===== src/include/nbf_config.svh =====
`ifndef NBF_CONFIG_SVH
`define NBF_CONFIG_SVH

////////////////////////////////////////
// frame geometry
////////////////////////////////////////

// signed width of each half, re and im
`define NBF_SAMPLE_W 16

// bins per fft frame, one bank per channel
`define NBF_FRAME_LEN 64

// index width, log2 of frame length
`define NBF_BIN_W 6

////////////////////////////////////////
// peak search
////////////////////////////////////////

// low bins below this one are never a peak
`define NBF_START_BIN 3

`endif


===== src/rtl/nbf_pkg.sv =====
`include "nbf_config.svh"

package nbf_pkg;

  ////////////////////////////////////////
  // one complex fft bin, two views
  ////////////////////////////////////////

  typedef struct packed {
    logic signed [`NBF_SAMPLE_W-1:0] re;  // upper half
    logic signed [`NBF_SAMPLE_W-1:0] im;  // lower half
  } cplx_part_t;

  typedef union packed {
    logic [2*`NBF_SAMPLE_W-1:0] raw;      // as stored in the frame bank
    cplx_part_t                 part;     // as used for power
  } cplx_word_u;

  ////////////////////////////////////////
  // derived scalars
  ////////////////////////////////////////

  // re^2 + im^2 needs one bit over 2*w
  typedef logic [2*`NBF_SAMPLE_W:0] power_t;

  // bin index inside one frame
  typedef logic [`NBF_BIN_W-1:0] bin_t;

endpackage


===== src/rtl/peak_search.sv =====
`timescale 1ns/100ps
`include "nbf_config.svh"

module peak_search import nbf_pkg::*; (
  input  logic       clk,            // sample clock
  input  logic       arst_n_i,       // async reset, active low
  input  cplx_word_u sample_i,       // fft bin, re in upper half
  input  logic       sample_en_i,    // one strobe per bin
  input  logic       sample_last_i,  // comes with bin 63
  output bin_t       peak_bin_o,     // held until next frame
  output logic       peak_valid_o    // single cycle pulse
);

  localparam bin_t START_BIN = bin_t'(`NBF_START_BIN);

  logic signed [2*`NBF_SAMPLE_W-1:0] re_sq;  // never negative
  logic signed [2*`NBF_SAMPLE_W-1:0] im_sq;
  power_t pwr_d;     // exact integer power
  bin_t   bin_cnt;   // index of incoming bin
  power_t pwr_q;     // stage 1 power
  bin_t   bin_q;     // stage 1 bin
  logic   vld_q;     // stage 1 strobe
  logic   last_q;    // stage 1 last flag
  power_t max_pwr;   // running maximum
  bin_t   max_bin;   // bin of running maximum
  logic   new_max;   // stage 1 bin beats the maximum

  ////////////////////////////////////////
  // stage 1: power and bin index
  ////////////////////////////////////////

  assign re_sq = sample_i.part.re * sample_i.part.re;
  assign im_sq = sample_i.part.im * sample_i.part.im;
  assign pwr_d = {1'b0, re_sq} + {1'b0, im_sq};  // zero extend, both squares >= 0

  always_ff @(posedge clk or negedge arst_n_i) begin
    if (!arst_n_i) begin
      bin_cnt <= '0;
      vld_q   <= 1'b0;
      last_q  <= 1'b0;
    end else begin
      vld_q  <= sample_en_i;
      last_q <= sample_en_i && sample_last_i;
      if (sample_en_i) begin
        bin_cnt <= sample_last_i ? '0 : bin_cnt + 1'b1;  // next frame restarts at 0
      end
    end
  end

  always_ff @(posedge clk) begin
    if (sample_en_i) begin
      pwr_q <= pwr_d;    // payload only
      bin_q <= bin_cnt;
    end
  end

  ////////////////////////////////////////
  // stage 2: running maximum
  ////////////////////////////////////////

  // strictly greater, so the earliest bin keeps a tie
  assign new_max = vld_q && (bin_q >= START_BIN) && (pwr_q > max_pwr);

  always_ff @(posedge clk or negedge arst_n_i) begin
    if (!arst_n_i) begin
      max_pwr      <= '0;
      max_bin      <= START_BIN;
      peak_bin_o   <= '0;
      peak_valid_o <= 1'b0;
    end else begin
      peak_valid_o <= vld_q && last_q;              // 2 cycles after last strobe
      if (vld_q && last_q) begin
        peak_bin_o <= new_max ? bin_q : max_bin;    // last bin may still win
        max_pwr    <= '0;                           // fresh search next frame
        max_bin    <= START_BIN;
      end else if (new_max) begin
        max_pwr <= pwr_q;
        max_bin <= bin_q;
      end
    end
  end

endmodule


===== config.mk =====
export PLATFORM = sky130hd
export DESIGN_NAME = peak_search
export DESIGN_NICKNAME = d
export VERILOG_FILES = /design/src/rtl/nbf_pkg.sv /design/src/rtl/peak_search.sv
export VERILOG_INCLUDE_DIRS = /design/src /design/src/include
export SDC_FILE = /design/constraint.sdc
export NUM_CORES = 1
export LEC_CHECK = 0
export BUFFER_PORTS_ARGS = -buffer_cell sky130_fd_sc_hd__buf_2
export CAP_MARGIN = 10
export CORE_ASPECT_RATIO = 2
export CORE_MARGIN = 1.5
export CORE_UTILIZATION = 40
export CTS_BUF_LIST = sky130_fd_sc_hd__clkbuf_4 sky130_fd_sc_hd__clkbuf_8
export DETAILED_ROUTE_END_ITERATION = 12
export GPL_ROUTABILITY_DRIVEN = 0
export GPL_TIMING_DRIVEN = 0
export PLACE_DENSITY = 0.58
export SLEW_MARGIN = 20
export SYNTH_ARGS = -nofsm -noshare
export SYNTH_HDL_FRONTEND = slang
export SYNTH_SLANG_ARGS = --single-unit

===== constraint.sdc =====
create_clock -name clk -period 3.1 [get_ports clk]
set_clock_uncertainty 0.2 [all_clocks]
set_input_delay 0 -clock clk [delete_from_list [all_inputs] [get_ports clk]]
set_output_delay 0 -clock clk [all_outputs]
set_load 0.02 [all_outputs]

==> summary.md <==
| Metric | Value |
|---|---|
| Clock transition at path regs | around 0.10 ns |
| Most frequent CP cell | fa_1 |
| Syn nets | 3242 |
| Vias | 17700 |
| Post-synth EDFFs | 39 |
| Hold violation count in the final report | 0 |
| Die Area | roughly 0.060 mm² |
| Root Driver | clkbuf_8 |
| Core ar. | roughly 0.058 mm² |
| Final net count | ~3500 |
| First drt pass iteration count | 6 |
| Skew-Pair Late Insertion Delay | ~0.37 ns |
| Initial antenna violation count | 1 |
| Cell area after synthesis | around 0.024 mm² |
| Dpl ws | -5.30 ns |
| Tmin final | approximately 7.2 ns |
| Layout area overhead | 23.7% |
| CP peak stage delay | between 0.5 and 0.6 ns |
| Count of final setup violators | 28 |
| Fin crit share | 232% |
| CP Capture Type | flip-flop |
| Ys async rst share | 58.1% |
| Port Buffers | 38 |
| Total GRT Usage | 21.4% |
| Clock Sinks | 93 |
| Violated checks | negative setup slack |
| Status | finished, violations left |
| CP Launch Type | input pin |
| Max Clock Freq | 139 MHz |
| H-tree Lvls | 3 |
| Relative slew margins | between 30% and 40% |
| Primary FF master, synth | dfrtp_1 |
| Vias/cell | 5.09 |
| Max cap viols | 0 |
| Initial DRC count | roughly 660 |
| CP arrival | ~7.2 ns |
| Post-synth top area share | 40.6% |
| Sequential share of the synthesized area | between 10 and 15% |
| Synth Instances | about 2500 |
| Boundary Pins | 43 |
| Initial Utilization | 40.5% |
| Synth cell types | between 60 and 70 |
| Yosys reg bits | 93 |
| DIE WIDTH | about 170 µm |
| Layout cell share with drive strength beyond 1 | between 20% and 30% |
| CTS buffer count | 9 |
| CTS tree | built |
| DRC | 0 |
| Setup Crit Path Kind | input pin to flip-flop |
| Synth top area cells | fa_1, ha_1, inv_1 |
| Setup WS post-layout | -4.10 ns |
| Critical path data required time | between 3 and 4 ns |
| First-pass GRT wire length | between 100000 and 150000 µm |
| Die H | about 350 µm |
| Post-route ant nets | 0 |
| Worst Hold Class | input pin to asynchronous set/reset pin |
| Post-Syn Area per Cell | around 9.4 µm² |
| Area leader, netlist | fa_1 |
| Yosys warnings | 0 |
| Global route overflow | 0 |
| Largest net degree at the start of global routing | 55 |
| Final Max Tran Viols | 0 |
| Vias in the first global route | between 20000 and 25000 |
| CP max FO | 4 |
| Post-DP HPWL | around 52000 µm |
| RSZ-0062 raised after global routing | yes |
| CP max stage cell | fa_1 |
| Routed WL | between 60000 and 70000 µm |
| Worst slew pin tran | slightly below 1 ns |
| Clock Path Buffers | 2 |
| # rows | ~130 |
| WL/cell | 18.1 µm |
[worst max-delay path: cells and delay by family]
family          cells  cell delay [ns]
compound gates     13             2.46
xor+xnor            1             0.14
buf+inv             4             0.34
fa+ha+maj           8             3.51
simple gates        3             0.73
[stage by stage]
stage                     util, %  hold slack, ns  instances  TNS (ns)  area (µm²)
after global placement       43.6          0.0495       3295   -117.62       25300
after global routing         50.1          0.0634       3472    -87.43       29100
after CTS                    48.2          0.0332       3424    -78.96       28000
after detailed placement     43.6          -0.109       3295   -122.59       25300
final                        50.1          0.0171       3472    -83.05       29100
after floorplan                 -          -0.496       2495    -77.02       24100
[cell usage in the layout, fill, tap and decap left out, drive strengths merged, types with 14 or more instances in the layout]
cell,Yosys,routed
inv,699,698
fa,477,477
ha,234,234
buf,5,199
nand2,193,193
and2,92,92
xnor2,84,84
a21oi,80,80
nor2,77,77
clkbuf,60,71
a21o,53,53
dfrtp,52,52
o21ai,41,41
edfxtp,39,39
nand3b,32,32
o31ai,31,31
xor2,26,26
nand2b,20,20
and3,18,18
nor2b,18,18
nor3,17,17
nand4,15,15
nand3,14,14
[registers in the layout, indices dropped and copies added (netlist names)]
| name | flops |
|---|---|
| max_bin | 6 |
| bin_q | 6 |
| max_pwr | 33 |
| pwr_q | 33 |
| peak_bin_o | 6 |
| peak_valid_o | 1 |
| last_q | 1 |
| bin_cnt | 6 |
| vld_q | 1 |
[logic make-up after synthesis]
group,Yosys count,synth area share (%)
AO/OA/AOI/OAI,286,8.33
XOR/XNOR,110,4.10
adder cells (fa/ha/maj),711,53.1
buffers and inverters,765,12.2
flip-flops,93,10.7
multiplexers,15,0.660
AND/OR/NAND/NOR,515,10.9
[final cells by class]
cell class                      count  area, µm²
Fill cell                        5220      28900
Multi-Input combinational cell   1637      20000
Inverter                          700       2630
Sequential cell                    93       2520
Timing Repair Buffer              200       1810
Tap cell                          762        953
Buffer                             63        940
Clock buffer                       12        146
Clock inverter                      4       98.8
Antenna cell                        1       2.50
[final timing paths]
kind / to / cells after the start / start / slack [ns]
min in group clk: pwr_q[2]$_DFFE_PP_ / 3 / sample_i[0] / 0.06
worst min-delay path: bin_cnt[1]$_DFFE_PN0P_ / 2 / arst_n_i / 0.02
max in group asynchronous: max_pwr[2]$_DFFE_PN0P_ / 2 / arst_n_i / 2.19
worst max register to register: peak_bin_o[5]$_DFFE_PN0P_ / 12 / pwr_q[18]$_DFFE_PP_ / 0.22
worst max-delay path: pwr_q[31]$_DFFE_PP_ / 29 / sample_i[1] / -4.10
worst min register to register: bin_q[5]$_DFFE_PP_ / 0 / bin_cnt[5]$_DFFE_PN0P_ / 0.28
[layer usage]
layer	part of all wire [%]	routed length, µm	GRT usage (%)	vias to the layer above
met2	59	37100	43.6	375
met3	2.1	1350	1.44	204
met4	7.4	4640	14.0	0
met5	0	0	0	-
li1	-	-	-	8011
met1	32	19900	19.7	9067
[what timing repair did]
item,in CTS,in global routing
pin swaps,93,80
hold endpoints to repair,63,0
hold buffers,5,0
buffers inserted,108,50
resized for setup,304,174
setup endpoints to repair,73,72
cloned,2,0
[cells in the mapped netlist (39+ instances only)]
master	n
and2_1	92
xnor2_1	84
nand2_1	193
clkbuf_1	60
inv_1	699
dfrtp_1	52
fa_1	477
a21oi_1	76
ha_1	234
edfxtp_1	39
a21o_1	53
nor2_1	77
Power is left out: the tool's default activity adds up to more than one toggle a clock period on the data nets, which glitch-free logic cannot reach.
