File: src/include/nbf_config.svh
`ifndef NBF_CONFIG_SVH
`define NBF_CONFIG_SVH

////////////////////////////////////////
// frame geometry
////////////////////////////////////////

// signed width of each half, re and im
`define NBF_SAMPLE_W 16

// bins per fft frame, one bank per channel
`define NBF_FRAME_LEN 64

// index width, log2 of frame length
`define NBF_BIN_W 6

////////////////////////////////////////
// peak search
////////////////////////////////////////

// low bins below this one are never a peak
`define NBF_START_BIN 3

`endif

File: src/rtl/nbf_pkg.sv
`include "nbf_config.svh"

package nbf_pkg;

  ////////////////////////////////////////
  // one complex fft bin, two views
  ////////////////////////////////////////

  typedef struct packed {
    logic signed [`NBF_SAMPLE_W-1:0] re;  // upper half
    logic signed [`NBF_SAMPLE_W-1:0] im;  // lower half
  } cplx_part_t;

  typedef union packed {
    logic [2*`NBF_SAMPLE_W-1:0] raw;      // as stored in the frame bank
    cplx_part_t                 part;     // as used for power
  } cplx_word_u;

  ////////////////////////////////////////
  // derived scalars
  ////////////////////////////////////////

  // re^2 + im^2 needs one bit over 2*w
  typedef logic [2*`NBF_SAMPLE_W:0] power_t;

  // bin index inside one frame
  typedef logic [`NBF_BIN_W-1:0] bin_t;

endpackage

File: src/rtl/frame_store.sv
`timescale 1ns/100ps
`include "nbf_config.svh"

module frame_store import nbf_pkg::*; (
  input  logic       clk,        // sample clock
  input  logic       wr_en_i,    // one write per input bin
  input  bin_t       wr_addr_i,  // bin index of the write
  input  cplx_word_u mea_wr_i,   // measurement word
  input  cplx_word_u ref_wr_i,   // reference word
  input  bin_t       rd_addr_i,  // replay address
  output cplx_word_u mea_rd_o,   // one cycle after rd_addr_i
  output cplx_word_u ref_rd_o    // one cycle after rd_addr_i
);

  localparam int DEPTH = `NBF_FRAME_LEN;

  ////////////////////////////////////////
  // one bank per channel
  ////////////////////////////////////////

  logic [2*`NBF_SAMPLE_W-1:0] mea_mem [DEPTH];  // raw words, measurement
  logic [2*`NBF_SAMPLE_W-1:0] ref_mem [DEPTH];  // raw words, reference

  // both channels share the write strobe and address
  always_ff @(posedge clk) begin
    if (wr_en_i) begin
      mea_mem[wr_addr_i] <= mea_wr_i.raw;  // kept as bits, no decode
      ref_mem[wr_addr_i] <= ref_wr_i.raw;
    end
  end

  ////////////////////////////////////////
  // registered read
  ////////////////////////////////////////

  // read every cycle, the caller tracks which data is live
  always_ff @(posedge clk) begin
    mea_rd_o.raw <= mea_mem[rd_addr_i];  // latency 1
    ref_rd_o.raw <= ref_mem[rd_addr_i];
  end

  // a new frame overwrites the bank in place,
  // so the writer waits until the replay has drained

endmodule

File: src/rtl/band_replay.sv
`timescale 1ns/100ps
`include "nbf_config.svh"

module band_replay import nbf_pkg::*; (
  input  logic       clk,               // sample clock
  input  logic       arst_n_i,          // async reset, active low
  input  logic       sample_en_i,       // one strobe per bin
  input  logic       sample_last_i,     // comes with bin 63
  input  cplx_word_u mea_sample_i,      // measurement bin
  input  cplx_word_u ref_sample_i,      // reference bin
  input  bin_t       ref_peak_bin_i,    // valid with the strobe
  input  logic       ref_peak_valid_i,  // starts the replay
  input  bin_t       band_width_i,      // half-width, sampled on the strobe
  output cplx_word_u mea_out_o,         // gated measurement
  output cplx_word_u ref_out_o,         // gated reference
  output logic       out_valid_o,       // 64 cycles per frame
  output logic       out_last_o         // with bin 63
);

  localparam bin_t LAST_BIN = bin_t'(`NBF_FRAME_LEN - 1);

  bin_t                wr_cnt;     // write address
  logic [`NBF_BIN_W:0] hi_sum;     // peak + width, one spare bit
  bin_t                lo_d;       // clamped band start
  bin_t                hi_d;       // clamped band end
  bin_t                band_lo;    // latched band start
  bin_t                band_hi;    // latched band end
  logic                rd_active;  // replay running
  bin_t                rd_addr;    // replay address
  logic                in_band_q;  // aligned with read data
  cplx_word_u          mea_rd;     // store output
  cplx_word_u          ref_rd;

  ////////////////////////////////////////
  // write side
  ////////////////////////////////////////

  always_ff @(posedge clk or negedge arst_n_i) begin
    if (!arst_n_i) begin
      wr_cnt <= '0;
    end else if (sample_en_i) begin
      wr_cnt <= sample_last_i ? '0 : wr_cnt + 1'b1;  // gaps just hold the count
    end
  end

  frame_store u_frame_store (
    .clk       (clk),
    .wr_en_i   (sample_en_i),
    .wr_addr_i (wr_cnt),
    .mea_wr_i  (mea_sample_i),
    .ref_wr_i  (ref_sample_i),
    .rd_addr_i (rd_addr),
    .mea_rd_o  (mea_rd),
    .ref_rd_o  (ref_rd)
  );

  ////////////////////////////////////////
  // band limits
  ////////////////////////////////////////

  assign hi_sum = {1'b0, ref_peak_bin_i} + {1'b0, band_width_i};
  assign lo_d   = (ref_peak_bin_i > band_width_i) ? ref_peak_bin_i - band_width_i : '0;
  assign hi_d   = (hi_sum > {1'b0, LAST_BIN}) ? LAST_BIN : hi_sum[`NBF_BIN_W-1:0];

  ////////////////////////////////////////
  // replay sequencer
  ////////////////////////////////////////

  always_ff @(posedge clk or negedge arst_n_i) begin
    if (!arst_n_i) begin
      band_lo   <= '0;
      band_hi   <= '0;
      rd_active <= 1'b0;
      rd_addr   <= '0;
    end else if (ref_peak_valid_i) begin
      band_lo   <= lo_d;             // reference band, used on both channels
      band_hi   <= hi_d;
      rd_active <= 1'b1;
      rd_addr   <= '0;               // first cycle reads bin 0
    end else if (rd_active) begin
      rd_addr   <= rd_addr + 1'b1;   // wraps to 0 after bin 63
      if (rd_addr == LAST_BIN) begin
        rd_active <= 1'b0;
      end
    end
  end

  // flags follow the read by one cycle, same as the store
  always_ff @(posedge clk or negedge arst_n_i) begin
    if (!arst_n_i) begin
      out_valid_o <= 1'b0;
      out_last_o  <= 1'b0;
      in_band_q   <= 1'b0;
    end else begin
      out_valid_o <= rd_active;
      out_last_o  <= rd_active && (rd_addr == LAST_BIN);
      in_band_q   <= rd_active && (rd_addr >= band_lo) && (rd_addr <= band_hi);
    end
  end

  ////////////////////////////////////////
  // output gating
  ////////////////////////////////////////

  assign mea_out_o = (out_valid_o && in_band_q) ? mea_rd : '0;  // zero outside band
  assign ref_out_o = (out_valid_o && in_band_q) ? ref_rd : '0;  // zero when idle

endmodule

File: config.mk
export PLATFORM = sky130hd
export DESIGN_NAME = band_replay
export DESIGN_NICKNAME = d
export VERILOG_FILES = /design/src/rtl/nbf_pkg.sv /design/src/rtl/frame_store.sv /design/src/rtl/band_replay.sv
export VERILOG_INCLUDE_DIRS = /design/src /design/src/include
export SDC_FILE = /design/constraint.sdc
export NUM_CORES = 2
export LEC_CHECK = 0
export BUFFER_PORTS_ARGS = -buffer_cell sky130_fd_sc_hd__buf_4
export CAP_MARGIN = 20
export CORE_UTILIZATION = 36
export DETAILED_ROUTE_END_ITERATION = 10
export PLACE_DENSITY_LB_ADDON = 0.2
export SETUP_SLACK_MARGIN = 0.02
export SLEW_MARGIN = 10
export SYNTH_ARGS = -nofsm -noshare
export SYNTH_HDL_FRONTEND = slang
export SYNTH_SLANG_ARGS = --single-unit
File: constraint.sdc
create_clock -name clk -period 4.45 [get_ports clk]
set_input_delay 0.2225 -clock clk [delete_from_list [all_inputs] [get_ports clk]]
set_output_delay 0.2225 -clock clk [all_outputs]
set_load 0.01 [all_outputs]
==> reports/summary.txt <==
STA
-------------------------------------------------------------------------------------------------
Fmax                                                                                    0.282 GHz
Final hold violation count                                                                      0
Pins over their slew limit                                                                      0
Post-layout minimum cycle time                                                            3.55 ns
Clock tree skew after final layout                                                      0.0577 ns
Fraction of the cycle the final worst path needs                                            0.797
RSZ-0062 raised after global routing                                                        false
Finish-stage setup viols                                                                        0
Final total negative setup slack                                                             0 ns
Transition at the pin with the smallest max-transition slack                              1.25 ns
Max transition margin                                                                       0.164

CRITICAL PATH
-------------------------------------------------------------------------------------------------
Worst path most repeated cell                                                              mux4_2
Endpoint class of the critical path                                                     flip-flop
Slowest cell on crit path                                                                 dfrtp_4
Critical Path, Cell by Cell                                                          buf_12, buf_4, mux4_2, mux4_2, a21oi_1, o21ai_1
Worst EP arrival                                                                          4.39 ns
Required time worst endpoint                                                              5.29 ns
Type of element launching the critical path                                             flip-flop
Buffer and inverter count on the worst path                                                     2
Delay-heaviest family, CP                                                              flip-flops
Worst Setup Path Type                                                                flip-flop to flip-flop
Worst Path Max Fanout                                                                          34
Delay of the slowest cell on the worst path                                               0.98 ns

GRT
-------------------------------------------------------------------------------------------------
Number of global-route vias before repair                                                   79.1k
Pin count of the biggest net entering global routing                                           86
Number of antenna violations at the first check in global routing                              45
Overflow left after global routing                                                              0
Global-route wire length before repair                                                  656000 um
GRT Total Usage                                                                             0.213

SYNTHESIS
-------------------------------------------------------------------------------------------------
Most used DFF post-synth                                                                 edfxtp_1
YS warnings                                                                                     0
Area leader, netlist                                                                     edfxtp_1
Fraction of synthesis flops using an asynchronous set or reset pin                        0.00669
Cell area after synthesis                                                             158000 um^2
Synthesized netlist cell count                                                               6792
Syn_nets                                                                                     6901
Syn Area/Cell                                                                           23.2 um^2
Sequential fraction of the synthesis area                                                   0.792
Number of distinct library cell variants in the gate-level netlist after synthesis             49
Leading cell types by total area after synthesis                                     edfxtp_1 (78%), mux4_2 (14%), a22oi_1 (0.99%)
Register bit total from synthesis                                                            4188
Top cell type's share of synthesized area                                                   0.779
Number of enable flip-flop cells after synthesis                                             4096

DRT
-------------------------------------------------------------------------------------------------
Vias per Instance                                                                            5.82
DR WL/cell                                                                                35.6 um
First-pass detailed-route iteration total                                                       6
DRC marker count from the first detailed-route iteration                                     9371
Post-Route WL                                                                           479000 um
Overall via count from detail_route                                                         78.4k
Uppermost metal layer occupied by signal nets                                                met5
DR WL met2                                                                              230000 um
Total length of routed met3 wires                                                        35000 um
Met1 wire length                                                                        201000 um
Count of antenna-violating nets left after detailed routing                                     0
Remaining design rule violation count                                                           0

FLOORPLAN
-------------------------------------------------------------------------------------------------
Chip Width                                                                                 664 um
Starting density of the core                                                                0.362
Ports                                                                                         147
# rows                                                                                        242
Full die area                                                                         441000 um^2
Placeable core region                                                                 435000 um^2
Die boundary height                                                                        664 um

CTS
-------------------------------------------------------------------------------------------------
Source-to-sink clock delay at the later pin of the worst-skew pair                        0.99 ns
Clock Sinks                                                                                  4188
Cts bufs inserted                                                                             426
Clk buf depth                                                                                   4
Number of buffers inserted to repair setup after CTS                                            0
Buffer cell driving the clock tree root                                                 clkbuf_16
Clock edge transition at the registers on the reported setup and hold paths               0.06 ns
Number of H-tree branching levels                                                               5
CTS tree                                                                                    built

PLACE
-------------------------------------------------------------------------------------------------
RD Place Congestion                                                                         0.748
Placed cell count                                                                           12.6k
Final HPWL from detailed placement                                                      241000 um
IO Port Bufs                                                                                  146

LAYOUT
-------------------------------------------------------------------------------------------------
Multi-input gate area                                                                  31500 um^2
Area delta synth->final                                                                     16.1%
Register area                                                                         125000 um^2
Fill cell count                                                                             37.4k
Final net count                                                                              7464
Number of standard cells in the final layout excluding fillers                              13.5k
Utilization after layout                                                                    0.421
Fraction of layout instances using a drive strength above 1                                 0.273

FLOW RUN
-------------------------------------------------------------------------------------------------
Max_cap viols                                                                                   0

PWR
-------------------------------------------------------------------------------------------------
Total power density per cell area                                                     466 nW/um^2
Cell leakage power                                                                        56.4 nW
Maximum ir drop on the vdd rail                                                            357 uV

RUN STATUS
-------------------------------------------------------------------------------------------------
Result of the run                                                                    complete, no violations

HOLD PATH
-------------------------------------------------------------------------------------------------
Type of the most critical hold path                                                  primary input to flip-flop

synthesized netlist by cell type, types with 16 or more instances:
| cell type | number |
|---|---|
| a21oi_1 | 62 |
| clkbuf_1 | 211 |
| nand2_1 | 16 |
| and3_1 | 65 |
| inv_1 | 31 |
| buf_4 | 24 |
| a22o_1 | 99 |
| buf_1 | 33 |
| o22ai_1 | 55 |
| a221oi_1 | 70 |
| buf_2 | 133 |
| edfxtp_1 | 4096 |
| a211oi_1 | 72 |
| mux4_2 | 985 |
| mux2i_1 | 137 |
| and4_1 | 17 |
| o21ai_1 | 19 |
| nor2_1 | 94 |
| dfxtp_1 | 64 |
| a211o_1 | 29 |
| o221ai_1 | 64 |
| dfrtp_1 | 28 |
| nand3_1 | 72 |
| ha_1 | 26 |
| a22oi_1 | 209 |
logic make-up (layout without fill, tap and decap cells):
family	after synthesis	count (layout)	share of synthesized area
AO/OA/AOI/OAI	710	710	0.0340
XOR/XNOR	8	8	0.000444
adder cells (fa/ha/maj)	28	28	0.00231
buffers and inverters	436	1371	0.0122
flip-flops	4188	4188	0.792
multiplexers	1123	1123	0.149
other	0	16	0
AND/OR/NAND/NOR	299	299	0.00981
tightest hold or removal path, delay by kind of cell:
kind	cells	cell delay, ns
AOI/OAI and AO/OA	1	0.07
buffers and inverters	3	0.19
xor gates and xnor gates	1	0.14
adders and majority gates	2	0.41
power breakdown:
| part | internal, mW | switching [mW] | total (mW) |
|---|---|---|---|
| Combinational | 2.47 | 3.28 | 5.76 |
| Clock | 20.2 | 15.1 | 35.3 |
| Sequential | 43.8 | 0.435 | 44.2 |
| Total | 66.4 | 18.9 | 85.3 |
final timing paths:
path | from | endpoint | slack (ns) | depth (start not counted)
setup / recovery | rd_addr[1] | u_frame_store.mea_rd_o[30] | 0.90 | 6
hold / removal | ref_peak_bin_i[0] | band_lo[2] | 0.12 | 7
setup reg to reg | rd_addr[1] | u_frame_store.mea_rd_o[30] | 0.90 | 6
hold reg to reg | band_hi[5] | band_hi[5] | 0.53 | 1
max in group asynchronous | arst_n_i | rd_addr[3] | 3.94 | 4
min in group asynchronous | arst_n_i | out_last_o | 0.27 | 4
routing by layer:
metal	vias up	GRT usage
met3	696	0.0324
met4	10	0.0546
met5	-	0
li1	30602	-
met2	3416	0.346
met1	43662	0.301
state kept, by name, indices dropped and copies added, names as in the netlist:
name / count
band_hi: 6
band_lo: 6
in_band_q: 1
out_last_o: 1
out_valid_o: 1
rd_active: 1
rd_addr: 6
u_frame_store.mea_mem: 2048
u_frame_store.mea_rd_o: 32
u_frame_store.ref_mem: 2048
u_frame_store.ref_rd_o: 32
wr_cnt: 6
area by class of cell:
type / instances / share of cell area
Tap cell: 5734 / 0.0392
Timing Repair Buffer: 540 / 0.0310
Sequential cell: 4188 / 0.682
Clock inverter: 233 / 0.0114
Clock buffer: 567 / 0.0633
Multi-Input combinational cell: 2168 / 0.172
Antenna cell: 16 / 0.000219
Inverter: 31 / 0.000635
layout by cell type, fill, tap and decap left out, types with 12 or more instances in the layout:
cell type and count:
bufinv_16 32, o221ai_1 64, clkinv_1 91, clkbuf_1 109, clkinvlp_4 12, a22oi_1 209
buf_12 110, dfxtp_1 64, a211oi_1 72, diode_2 16, a211o_1 29, clkbuf_8 24
nand3_1 72, mux2i_1 137, inv_1 31, dfrtp_1 20, nor2_4 65, a21oi_1 62
clkinv_2 77, a221oi_1 70, and4_1 17, buf_4 329, o22ai_1 55, and3_1 65
mux4_2 985, o21ai_1 19, a22o_1 99, edfxtp_1 4096, nor2_1 28, clkbuf_16 434
dlygate4sd3_1 101, ha_1 26
metrics by stage:
stage / worst slack, ns / area, um^2 / hold WS (ns) / total power [mW]
finish: 0.903 / 183000 / 0.123 / 85.3
global route: 0.704 / 183000 / 0.145 / 87.6
global placement: 0.840 / 168000 / 0.202 / 50.7
floorplan: 0.143 / 158000 / -0.0731 / 48.1
CTS: 0.828 / 183000 / 0.0574 / 86.0
detailed placement: 0.879 / 168000 / 0.207 / 50.8
timing repair:
item | 4_1_cts | 5_1_grt
endpoints found under the setup margin | 0 | 0
hold endpoints to repair | 4149 | 0
hold buffers | 102 | 0
resized for setup | 0 | 0
Note: power is estimated with default switching activity, not from simulation.
